[src/hw/hypot_consts.svh]
`ifndef HYPOT_CONSTS_SVH
`define HYPOT_CONSTS_SVH

// Operand width
`define HYP_IN_W   8
// Sum of squares, holds 255*255*2
`define HYP_SQ_W   17
// Root width, also the number of root steps
`define HYP_ROOT_W 9
`define HYP_IDX_W  4     // Enough for positions 8 down to 0

`endif
[src/hw/hypot_ctrl_pkg.sv]
`default_nettype none

package hypot_ctrl_pkg;

    // Controller sequence for one request
    typedef enum logic [2:0] {
        ST_IDLE   = 3'd0,    // Waiting for req
        ST_SQUARE = 3'd1,    // Squares being loaded
        ST_SUM    = 3'd2,    // Sum loaded, root cleared
        ST_ROOT   = 3'd3,    // One root bit per cycle
        ST_HOLD   = 3'd4     // Result held, ack high
    } ctrl_state_t;

endpackage

`default_nettype wire

[src/hw/hypot_data_pkg.sv]
`default_nettype none

`include "hypot_consts.svh"

package hypot_data_pkg;

    // Unsigned input operand
    typedef logic [`HYP_IN_W-1:0]   operand_t;

    // Single square or sum of both squares
    typedef logic [`HYP_SQ_W-1:0]   square_t;

    typedef logic [`HYP_ROOT_W-1:0] root_t;      // Magnitude result
    typedef logic [`HYP_IDX_W-1:0]  bit_idx_t;   // Root bit position

endpackage

`default_nettype wire

[src/hw/hypot_dp_if.sv]
`default_nettype none
`timescale 1ns/1ps

// Step strobes from the controller to the datapath blocks
interface hypot_dp_if;

    logic sq_load;       // Register both squares
    logic sum_load;      // Register the sum of squares
    logic root_clear;    // Zero the partial root
    logic root_step;     // Decide one root bit

    modport ctrl (
        output sq_load,
        output sum_load,
        output root_clear,
        output root_step
    );

    modport dp (
        input sq_load,
        input sum_load,
        input root_clear,
        input root_step
    );

endinterface

`default_nettype wire

[src/hw/hypot_top.sv]
`default_nettype none
`timescale 1ns/1ps

`include "hypot_consts.svh"

module hypot_top (
    input  wire                           clk,
    input  wire                           rst_n,
    input  wire                           req,
    input  wire hypot_data_pkg::operand_t x,
    input  wire hypot_data_pkg::operand_t y,
    output logic                          ack,
    output hypot_data_pkg::root_t         mag
);

    hypot_data_pkg::square_t  sum;
    hypot_data_pkg::bit_idx_t bit_idx;
    logic                     last;
    logic                     cnt_start;
    logic                     cnt_en;

    hypot_dp_if u_dp_if ();    // Step strobes

    hypot_ctrl u_ctrl (
        .clk       (clk),
        .rst_n     (rst_n),
        .req       (req),
        .ack       (ack),
        .last      (last),
        .cnt_start (cnt_start),
        .cnt_en    (cnt_en),
        .dp        (u_dp_if.ctrl)
    );

    root_bit_counter u_counter (
        .clk       (clk),
        .rst_n     (rst_n),
        .cnt_start (cnt_start),
        .cnt_en    (cnt_en),
        .bit_idx   (bit_idx),
        .last      (last)
    );

    square_sum u_square_sum (
        .clk   (clk),
        .rst_n (rst_n),
        .x     (x),
        .y     (y),
        .dp    (u_dp_if.dp),
        .sum   (sum)
    );

    root_finder u_root_finder (
        .clk     (clk),
        .rst_n   (rst_n),
        .sum     (sum),
        .bit_idx (bit_idx),
        .dp      (u_dp_if.dp),
        .root    (mag)       // Result straight from the root register
    );

endmodule

`default_nettype wire

[src/hw/root_finder.sv]
`default_nettype none
`timescale 1ns/1ps

`include "hypot_consts.svh"

module root_finder (
    input  wire                           clk,
    input  wire                           rst_n,
    input  wire hypot_data_pkg::square_t  sum,
    input  wire hypot_data_pkg::bit_idx_t bit_idx,
    hypot_dp_if.dp                        dp,
    output hypot_data_pkg::root_t         root
);

    // Trial squared can reach 511*511, needs twice the root width
    localparam int TRIAL_SQ_W = 2 * `HYP_ROOT_W;

    hypot_data_pkg::root_t   trial_bit;
    hypot_data_pkg::root_t   trial;
    logic [TRIAL_SQ_W-1:0]   trial_sq;
    logic                    keep_bit;

    assign trial_bit = hypot_data_pkg::root_t'(1) << bit_idx;   // Bit under test
    assign trial     = root | trial_bit;
    assign trial_sq  = TRIAL_SQ_W'(trial) * TRIAL_SQ_W'(trial);

    // Keep the bit when the trial does not overshoot the sum
    assign keep_bit  = (trial_sq <= TRIAL_SQ_W'(sum));

    always_ff @(posedge clk or negedge rst_n) begin
        if (!rst_n) begin
            root <= '0;
        end else if (dp.root_clear) begin
            root <= '0;
        end else if (dp.root_step && keep_bit) begin
            root <= trial;
        end
    end

endmodule

`default_nettype wire

[src/hw/square_sum.sv]
`default_nettype none
`timescale 1ns/1ps

`include "hypot_consts.svh"

module square_sum (
    input  wire                      clk,
    input  wire                      rst_n,
    input  wire hypot_data_pkg::operand_t x,
    input  wire hypot_data_pkg::operand_t y,
    hypot_dp_if.dp                   dp,
    output hypot_data_pkg::square_t  sum
);

    hypot_data_pkg::square_t sq_x;
    hypot_data_pkg::square_t sq_y;

    // Multiply stage
    always_ff @(posedge clk or negedge rst_n) begin
        if (!rst_n) begin
            sq_x <= '0;
            sq_y <= '0;
        end else if (dp.sq_load) begin
            sq_x <= hypot_data_pkg::square_t'(x * x);   // 16 bits fit in 17
            sq_y <= hypot_data_pkg::square_t'(y * y);
        end
    end

    // Add stage, held until the next request
    always_ff @(posedge clk or negedge rst_n) begin
        if (!rst_n) begin
            sum <= '0;
        end else if (dp.sum_load) begin
            sum <= sq_x + sq_y;    // No carry out at 17 bits
        end
    end

endmodule

`default_nettype wire

[src/hw/root_bit_counter.sv]
`default_nettype none
`timescale 1ns/1ps

`include "hypot_consts.svh"

module root_bit_counter (
    input  wire                      clk,
    input  wire                      rst_n,
    input  wire                      cnt_start,
    input  wire                      cnt_en,
    output hypot_data_pkg::bit_idx_t bit_idx,
    output logic                     last
);

    // Top bit position of the root
    localparam hypot_data_pkg::bit_idx_t TOP_IDX =
        hypot_data_pkg::bit_idx_t'(`HYP_ROOT_W - 1);

    always_ff @(posedge clk or negedge rst_n) begin
        if (!rst_n) begin
            bit_idx <= '0;
        end else if (cnt_start) begin
            bit_idx <= TOP_IDX;
        end else if (cnt_en && !last) begin   // Stop at bit 0
            bit_idx <= bit_idx - 1'b1;
        end
    end

    assign last = (bit_idx == '0);

endmodule

`default_nettype wire

[src/hw/hypot_ctrl.sv]
`default_nettype none
`timescale 1ns/1ps

`include "hypot_consts.svh"

module hypot_ctrl (
    input  wire       clk,
    input  wire       rst_n,
    input  wire       req,
    output logic      ack,
    input  wire       last,
    output logic      cnt_start,
    output logic      cnt_en,
    hypot_dp_if.ctrl  dp
);

    hypot_ctrl_pkg::ctrl_state_t state;
    hypot_ctrl_pkg::ctrl_state_t state_next;

    always_comb begin
        state_next = state;
        case (state)
            hypot_ctrl_pkg::ST_IDLE: begin
                if (req) begin            // ack is always low in idle
                    state_next = hypot_ctrl_pkg::ST_SQUARE;
                end
            end
            hypot_ctrl_pkg::ST_SQUARE: begin
                state_next = hypot_ctrl_pkg::ST_SUM;
            end
            hypot_ctrl_pkg::ST_SUM: begin
                state_next = hypot_ctrl_pkg::ST_ROOT;
            end
            hypot_ctrl_pkg::ST_ROOT: begin
                if (last) begin           // Bit 0 decided this cycle
                    state_next = hypot_ctrl_pkg::ST_HOLD;
                end
            end
            hypot_ctrl_pkg::ST_HOLD: begin
                if (!req) begin           // Drop ack once req is released
                    state_next = hypot_ctrl_pkg::ST_IDLE;
                end
            end
            default: begin
                state_next = hypot_ctrl_pkg::ST_IDLE;
            end
        endcase
    end

    always_ff @(posedge clk or negedge rst_n) begin
        if (!rst_n) begin
            state <= hypot_ctrl_pkg::ST_IDLE;
            ack   <= 1'b0;
        end else begin
            state <= state_next;
            ack   <= (state_next == hypot_ctrl_pkg::ST_HOLD);   // High only in hold
        end
    end

    // Strobes decode the current state only
    assign dp.sq_load    = (state == hypot_ctrl_pkg::ST_SQUARE);
    assign dp.sum_load   = (state == hypot_ctrl_pkg::ST_SUM);
    assign dp.root_clear = (state == hypot_ctrl_pkg::ST_SUM);
    assign dp.root_step  = (state == hypot_ctrl_pkg::ST_ROOT);

    assign cnt_start = (state == hypot_ctrl_pkg::ST_SUM);   // Load top index
    assign cnt_en    = (state == hypot_ctrl_pkg::ST_ROOT);

endmodule

`default_nettype wire

[config.mk]
export PLATFORM = sky130hd
export DESIGN_NAME = hypot_top
export DESIGN_NICKNAME = d
export VERILOG_FILES = /design/src/hw/hypot_ctrl_pkg.sv /design/src/hw/hypot_data_pkg.sv /design/src/hw/hypot_dp_if.sv /design/src/hw/hypot_top.sv /design/src/hw/root_finder.sv /design/src/hw/square_sum.sv /design/src/hw/root_bit_counter.sv /design/src/hw/hypot_ctrl.sv
export VERILOG_INCLUDE_DIRS = /design/src /design/src/hw
export SDC_FILE = /design/constraint.sdc
export NUM_CORES = 1
export LEC_CHECK = 0
export BUFFER_PORTS_ARGS = -buffer_cell sky130_fd_sc_hd__buf_4
export CORE_MARGIN = 5
export CORE_UTILIZATION = 36
export CTS_BUF_LIST = sky130_fd_sc_hd__clkbuf_2
export DETAILED_ROUTE_END_ITERATION = 7
export PLACE_DENSITY = 0.56
export SKIP_LAST_GASP = 1
export SLEW_MARGIN = 10
export SYNTH_ARGS = -nofsm -noshare
export SYNTH_HDL_FRONTEND = slang
export SYNTH_HIERARCHICAL = 1
export SYNTH_SLANG_ARGS = --single-unit
[constraint.sdc]
create_clock -name clk -period 6.4 [get_ports clk]
set_input_delay 0.64 -clock clk [delete_from_list [all_inputs] [get_ports clk]]
set_output_delay 0.64 -clock clk [all_outputs]
set_load 0.03 [all_outputs]
# ---- Word-level counts from Yosys, hierarchy flattened
# Cells that the tools add are included.
dict set report op_classes {
  muxes 8
  bitwise_logic 1
  mul 3
  reduce_logical 7
  n_eq_ne 5
  add_sub_neg 2
  shifts 1
  order_cmp 1
}
# op n
set ops {}
lappend ops {{$mul A8 B8 Y16} 2}
lappend ops {{$le A18 B17 Y1} 1}
lappend ops {{$mul A9 B9 Y18} 1}
lappend ops {{$mux W9} 2}
lappend ops {{$add A16 B16 Y17} 1}
lappend ops {{$pmux W3 S5} 1}
lappend ops {{$mux W3} 3}
lappend ops {{$or A9 B9 Y9} 1}
lappend ops {{$shl A1 B4 Y9 const A} 1}
lappend ops {{$mux W4} 2}
lappend ops {{$eq A3 B2 Y1 const B} 2}
lappend ops {{$eq A3 B3 Y1 const B} 2}
lappend ops {{$logic_not A4 Y1} 1}
lappend ops {{$reduce_bool A2 Y1} 2}
lappend ops {{$sub A4 B1 Y4 const B} 1}
lappend ops {{$eq A3 B1 Y1 const B} 1}
lappend ops {{$logic_not A3 Y1} 1}
lappend ops {{$logic_and A1 B1 Y1} 2}
lappend ops {{$logic_not A1 Y1} 1}
dict set report word_totals {
  register_bits 66
  output_inout_bits 10
  word_cells 35
}

# ---- Longest topological paths before layout
dict set report logic_depth {
  ltp_word 7
  depth_mapped 29
}

# ---- Modules after synthesis
# Netlist, hierarchy kept.
# mod instances cells_per_inst area_each_um2 seq_area_each_um2
set modules_own_cells {}
lappend modules_own_cells {square_sum 1 584 5600.4 1176.1}
lappend modules_own_cells {root_finder 1 382 3039.2 225.2}
lappend modules_own_cells {root_bit_counter 1 23 236.5 100.1}
lappend modules_own_cells {hypot_ctrl 1 19 205.2 100.1}

# ---- Worst setup path before layout
# Ideal clock, no wire load.
dict set report synth_timing {
  path_type {register to register}
  from {register u_counter.bit_idx[2]}
  to {register u_root_finder.root[0]}
  arrival_time_ns 6.486
  setup_slack_ns -0.182
  path_stages_with_launch 28
  setup_ns 0.096
  t_required_ns 6.304
  path_cell_list {dfrtp_1 -> nor2b_2 -> a31oi_1 -> inv_1 -> clkbuf_1 -> nand2_1 -> inv_1 -> fa_1 -> fa_1 -> fa_1 -> inv_1 -> fa_1 -> inv_1 -> ha_1 -> a21oi_1 -> nor2_1 -> a211oi_1 -> nand2_1 -> a31oi_1 -> xnor2_1 -> ha_1 -> a21o_1 -> a211o_1 -> a221oi_2 -> o21ai_1 -> a311o_1 -> buf_6 -> o32ai_2}
}
dict set report synth_via {
  elab_chain_cells 6
}
# element line
set synth_rtl {}
lappend synth_rtl {{start, declared} root_bit_counter.sv:11} ;# output hypot_data_pkg::bit_idx_t bit_idx,
lappend synth_rtl {{start signal, assigned} root_bit_counter.sv:25} ;# bit_idx <= bit_idx - 1'b1;
lappend synth_rtl {{$shl A1 B4 Y9 *} root_finder.sv:23} ;# assign trial_bit = hypot_data_pkg::root_t'(1) << bit_idx;
lappend synth_rtl {{$or A9 B9 Y9 *} root_finder.sv:24} ;# assign trial = root | trial_bit;
lappend synth_rtl {{$mul A9 B9 Y18} root_finder.sv:25} ;# assign trial_sq = TRIAL_SQ_W'(trial) * TRIAL_SQ_W'(trial);
lappend synth_rtl {{$le A18 B17 Y1} root_finder.sv:28} ;# assign keep_bit = (trial_sq <= TRIAL_SQ_W'(sum));
lappend synth_rtl {{$logic_and A1 B1 Y1} root_finder.sv:35} ;# end else if (dp.root_step && keep_bit) begin
lappend synth_rtl {{$reduce_bool A2 Y1 (no line)} -}
lappend synth_rtl {{end signal, assigned} root_finder.sv:36} ;# root <= trial;
lappend synth_rtl {{end, declared} root_finder.sv:12} ;# output hypot_data_pkg::root_t root
# Mark *: on every way between the ends. The rest lies on a longest branch, timed or not. The select of a mux whose other input is x is not followed.
# A chain may end at the register's enable or synchronous reset.

# ---- Worst setup path in the final report
dict set report layout_timing {
  from {register u_counter.bit_idx[2]}
  to {register u_root_finder.root[1]}
}
# The elaborated chain is that of the path after synthesis.

==> key figures <==
Outcome
  – Status: finished clean

Timing
  – Fin crit share: 97.6%
  – Post-Route Skew: 0.0372 ns
  – Period minus WS final: 6.24 ns
  – # setup viols final: 0
  – Max_slew headroom: 46.3%
  – Worst Max-Slew Pin Slew: 0.806 ns
  – Min Hold Slack: 0.156 ns
  – Max Slew Vio Count: 0
  – Final hold vios: 0
  – RSZ-0062 raised after global routing: yes
  – Fmax achieved: 160 MHz

Worst setup path
  – Crit path depth: 27
  – Critical path peak fanout: 5
  – Reg2Reg Depth: 27
  – Most common cell on crit path: fa_1
  – Critical path required time: 6.83 ns
  – WS Path Type: flop to flop
  – Cell family with most CP delay: adder cells
  – Worst path bufs/invs: 5
  – Startpoint Class: flop
  – Nature of the critical path endpoint: flop
  – Arr. time, crit path: 6.67 ns
  – Max incr delay on CP: 0.55 ns
  – Critical-path top delay cell: fa_1

Die
  – Die area: 28500 um^2
  – IO Count: 29
  – # rows: 58
  – DIE WIDTH: 169 um
  – Core Region: 25000 um^2
  – Die height: 169 um
  – Initial Util: 36.3%

Job
  – Max_cap viols: 0

Final layout
  – Fill cells: 2507
  – Share of cells above drive strength 1: 21.4%
  – Final Instance Area: 10600 um^2
  – NumNets Final: 1328
  – Register area: 1610 um^2
  – Area growth syn-to-layout: 16.3%
  – Multi-input logic area: 6870 um^2

Synth
  – Synth top cells by count: inv_1 (206), ha_1 (127), fa_1 (84)
  – Ys async rst share: 100%
  – Most frequent cell after synthesis: inv_1
  – Syn Nets: 1238
  – Sequential area share after synthesis: 17.6%
  – Post-synthesis cell count: 1008
  – Number of synthesized flops with an enable pin: 0
  – Yosys top cell area share: 18.5%
  – Synth area leaders: fa_1 (19%), dfrtp_1 (18%), ha_1 (17%), inv_1 (8.5%), mux2_2 (4.0%)
  – Post-synthesis register bit count: 64
  – Post-synthesis cell area: 9080 um^2
  – Largest area contributor in the netlist: fa_1
  – Synth Area per Inst: 9.01 um^2
  – Synth Flop Type: dfrtp_1
  – Yosys cell types: 75
  – Synth warn: 6

Clock tree
  – Hold buffers post-CTS: 0
  – Sink Count: 64
  – CTS tree: done
  – CTS H-tree depth: 3
  – Reg clk slew, reported paths: 0.20 ns
  – Clock Path Buffers: 2
  – TritonCTS Buffers: 9
  – Root Buffer: clkbuf_2
  – Clk_lat worst skew: 0.53 ns

Route
  – First-pass DRT Iterations: 4
  – DRT iter0 DRCs: 323
  – Remaining DRCs: 0
  – Via count: 6857
  – Post-Route WL: 18600 um
  – WL/cell: 13.0 um
  – Routed vias/inst: 4.79
  – Antenna viol nets, final: 0

GRT
  – Initial antenna violation count: 1
  – First-pass GRT wire length: 32900 um
  – M1 GR Usage: 18.6%
  – Largest net degree at the start of global routing: 65
  – Total gr overflow: 0
  – Met2 GRT Util: 23.8%
  – Most Crowded Layer GR: met2
  – Overall global routing resource usage: 13.7%
  – Met3 Use GR: 1.45%
  – Vias in the first global route: 7010

Placed design
  – Routability Congestion: 0.828
  – # port buffers: 28
  – Dpl cell area: 10100 um^2
  – DP HPWL: 15300 um

Worst hold path
  – Worst Hold Class: input port to async pin
## placed cells by master, fill, tap and decap left out, types with 4 or more instances in the layout
cell,netlist,layout
nor2_1,72,58
nor3_1,7,7
a21oi_1,48,44
o2bb2ai_1,4,4
nor2_2,2,10
ha_1,127,122
inv_1,206,199
a31oi_2,3,4
clkbuf_2,1,9
and3_1,5,5
nor2_4,0,6
nand2b_1,4,4
xnor2_1,38,38
xor2_1,17,17
a21o_1,18,18
a211oi_2,1,4
dfrtp_1,64,61
o211ai_1,4,4
a21oi_2,2,6
buf_4,3,93
o21ai_0,21,16
nand4_1,9,9
inv_2,1,8
nand3_1,15,13
mux2_2,32,32
nor2b_1,10,10
o21ai_1,7,12
ha_4,0,5
o32ai_2,9,9
a211oi_1,11,8
o21a_1,5,5
nand2_2,0,5
nand2_1,65,58
fa_1,84,84
and2_1,42,42
## worst reg2reg max path: cells and delay by family, from the launching register on
family	cells	cell delay [ns]
flops	1	0.47
xor+xnor	1	0.14
simple gates	5	0.61
compound gates	10	1.95
buf+inv	5	0.48
fa+ha+maj	6	2.53
## metal layers
layer	vias up	wire [um]
li1	3483	-
met2	47	9260
met4	0	178
met3	15	283
met1	3312	8860
met5	-	0
## metrics by stage
step                setup TNS, ns  instances  utilization [%]  worst slack [ns]
global route                -1.23       1433             42.2            -0.158
finish                          0       1433             42.2             0.156
CTS                             0       1421             41.1            0.0323
detailed placement         -0.628       1401             40.2           -0.0806
global placement                0       1401             40.2            0.0147
floorplan                       0       1008                -            0.0541
## final cells by class
| class | count | area share (%) |
|---|---|---|
| Multi-Input combinational cell | 718 | 65.1 |
| Sequential cell | 64 | 15.2 |
| Inverter | 208 | 7.42 |
| Timing Repair Buffer | 97 | 7.25 |
| Tap cell | 330 | 3.91 |
| Clock inverter | 6 | 0.664 |
| Clock buffer | 9 | 0.427 |
| Antenna cell | 1 | 0.0237 |
## sequential cells by signal, summed over array words and instances, names as in the netlist
| signal | count |
|---|---|
| u_square_sum/sum | 17 |
| u_ctrl/ack | 1 |
| u_counter/bit_idx | 4 |
| u_square_sum/sq_y | 15 |
| u_root_finder/root | 9 |
| u_ctrl/state | 3 |
| u_square_sum/sq_x | 15 |
## cells by family after synthesis
kind of cell | after synthesis | synth area share [%]
xor gates and xnor gates | 56 | 5.48
buffers and inverters | 226 | 9.59
DFF | 64 | 17.6
and+or+nand+nor | 254 | 13.9
muxes | 35 | 4.35
adders and majority gates | 211 | 36.0
AOI/OAI and AO/OA | 162 | 13.0
## final timing paths
path,from,end,slack [ns]
max,u_counter/bit_idx[2],u_root_finder/root[1],0.16
min,rst_n,u_root_finder/root[5],0.16
max reg2reg,u_counter/bit_idx[2],u_root_finder/root[1],0.16
min reg2reg,u_square_sum/sq_y[13],u_square_sum/sq_y[13],0.54
max in group asynchronous,rst_n,u_counter/bit_idx[1],5.66
min in group clk,x[0],u_square_sum/sq_x[0],0.41
## repair_timing
item	in CTS	in global routing
gates cloned	0	1
pin swaps	7	19
gates resized for setup	14	52
setup endpoints to repair	9	9
buffers inserted	5	10
Power is not shown: default switching activity piles up to over one toggle a cycle in this logic, so the estimate is an artifact.
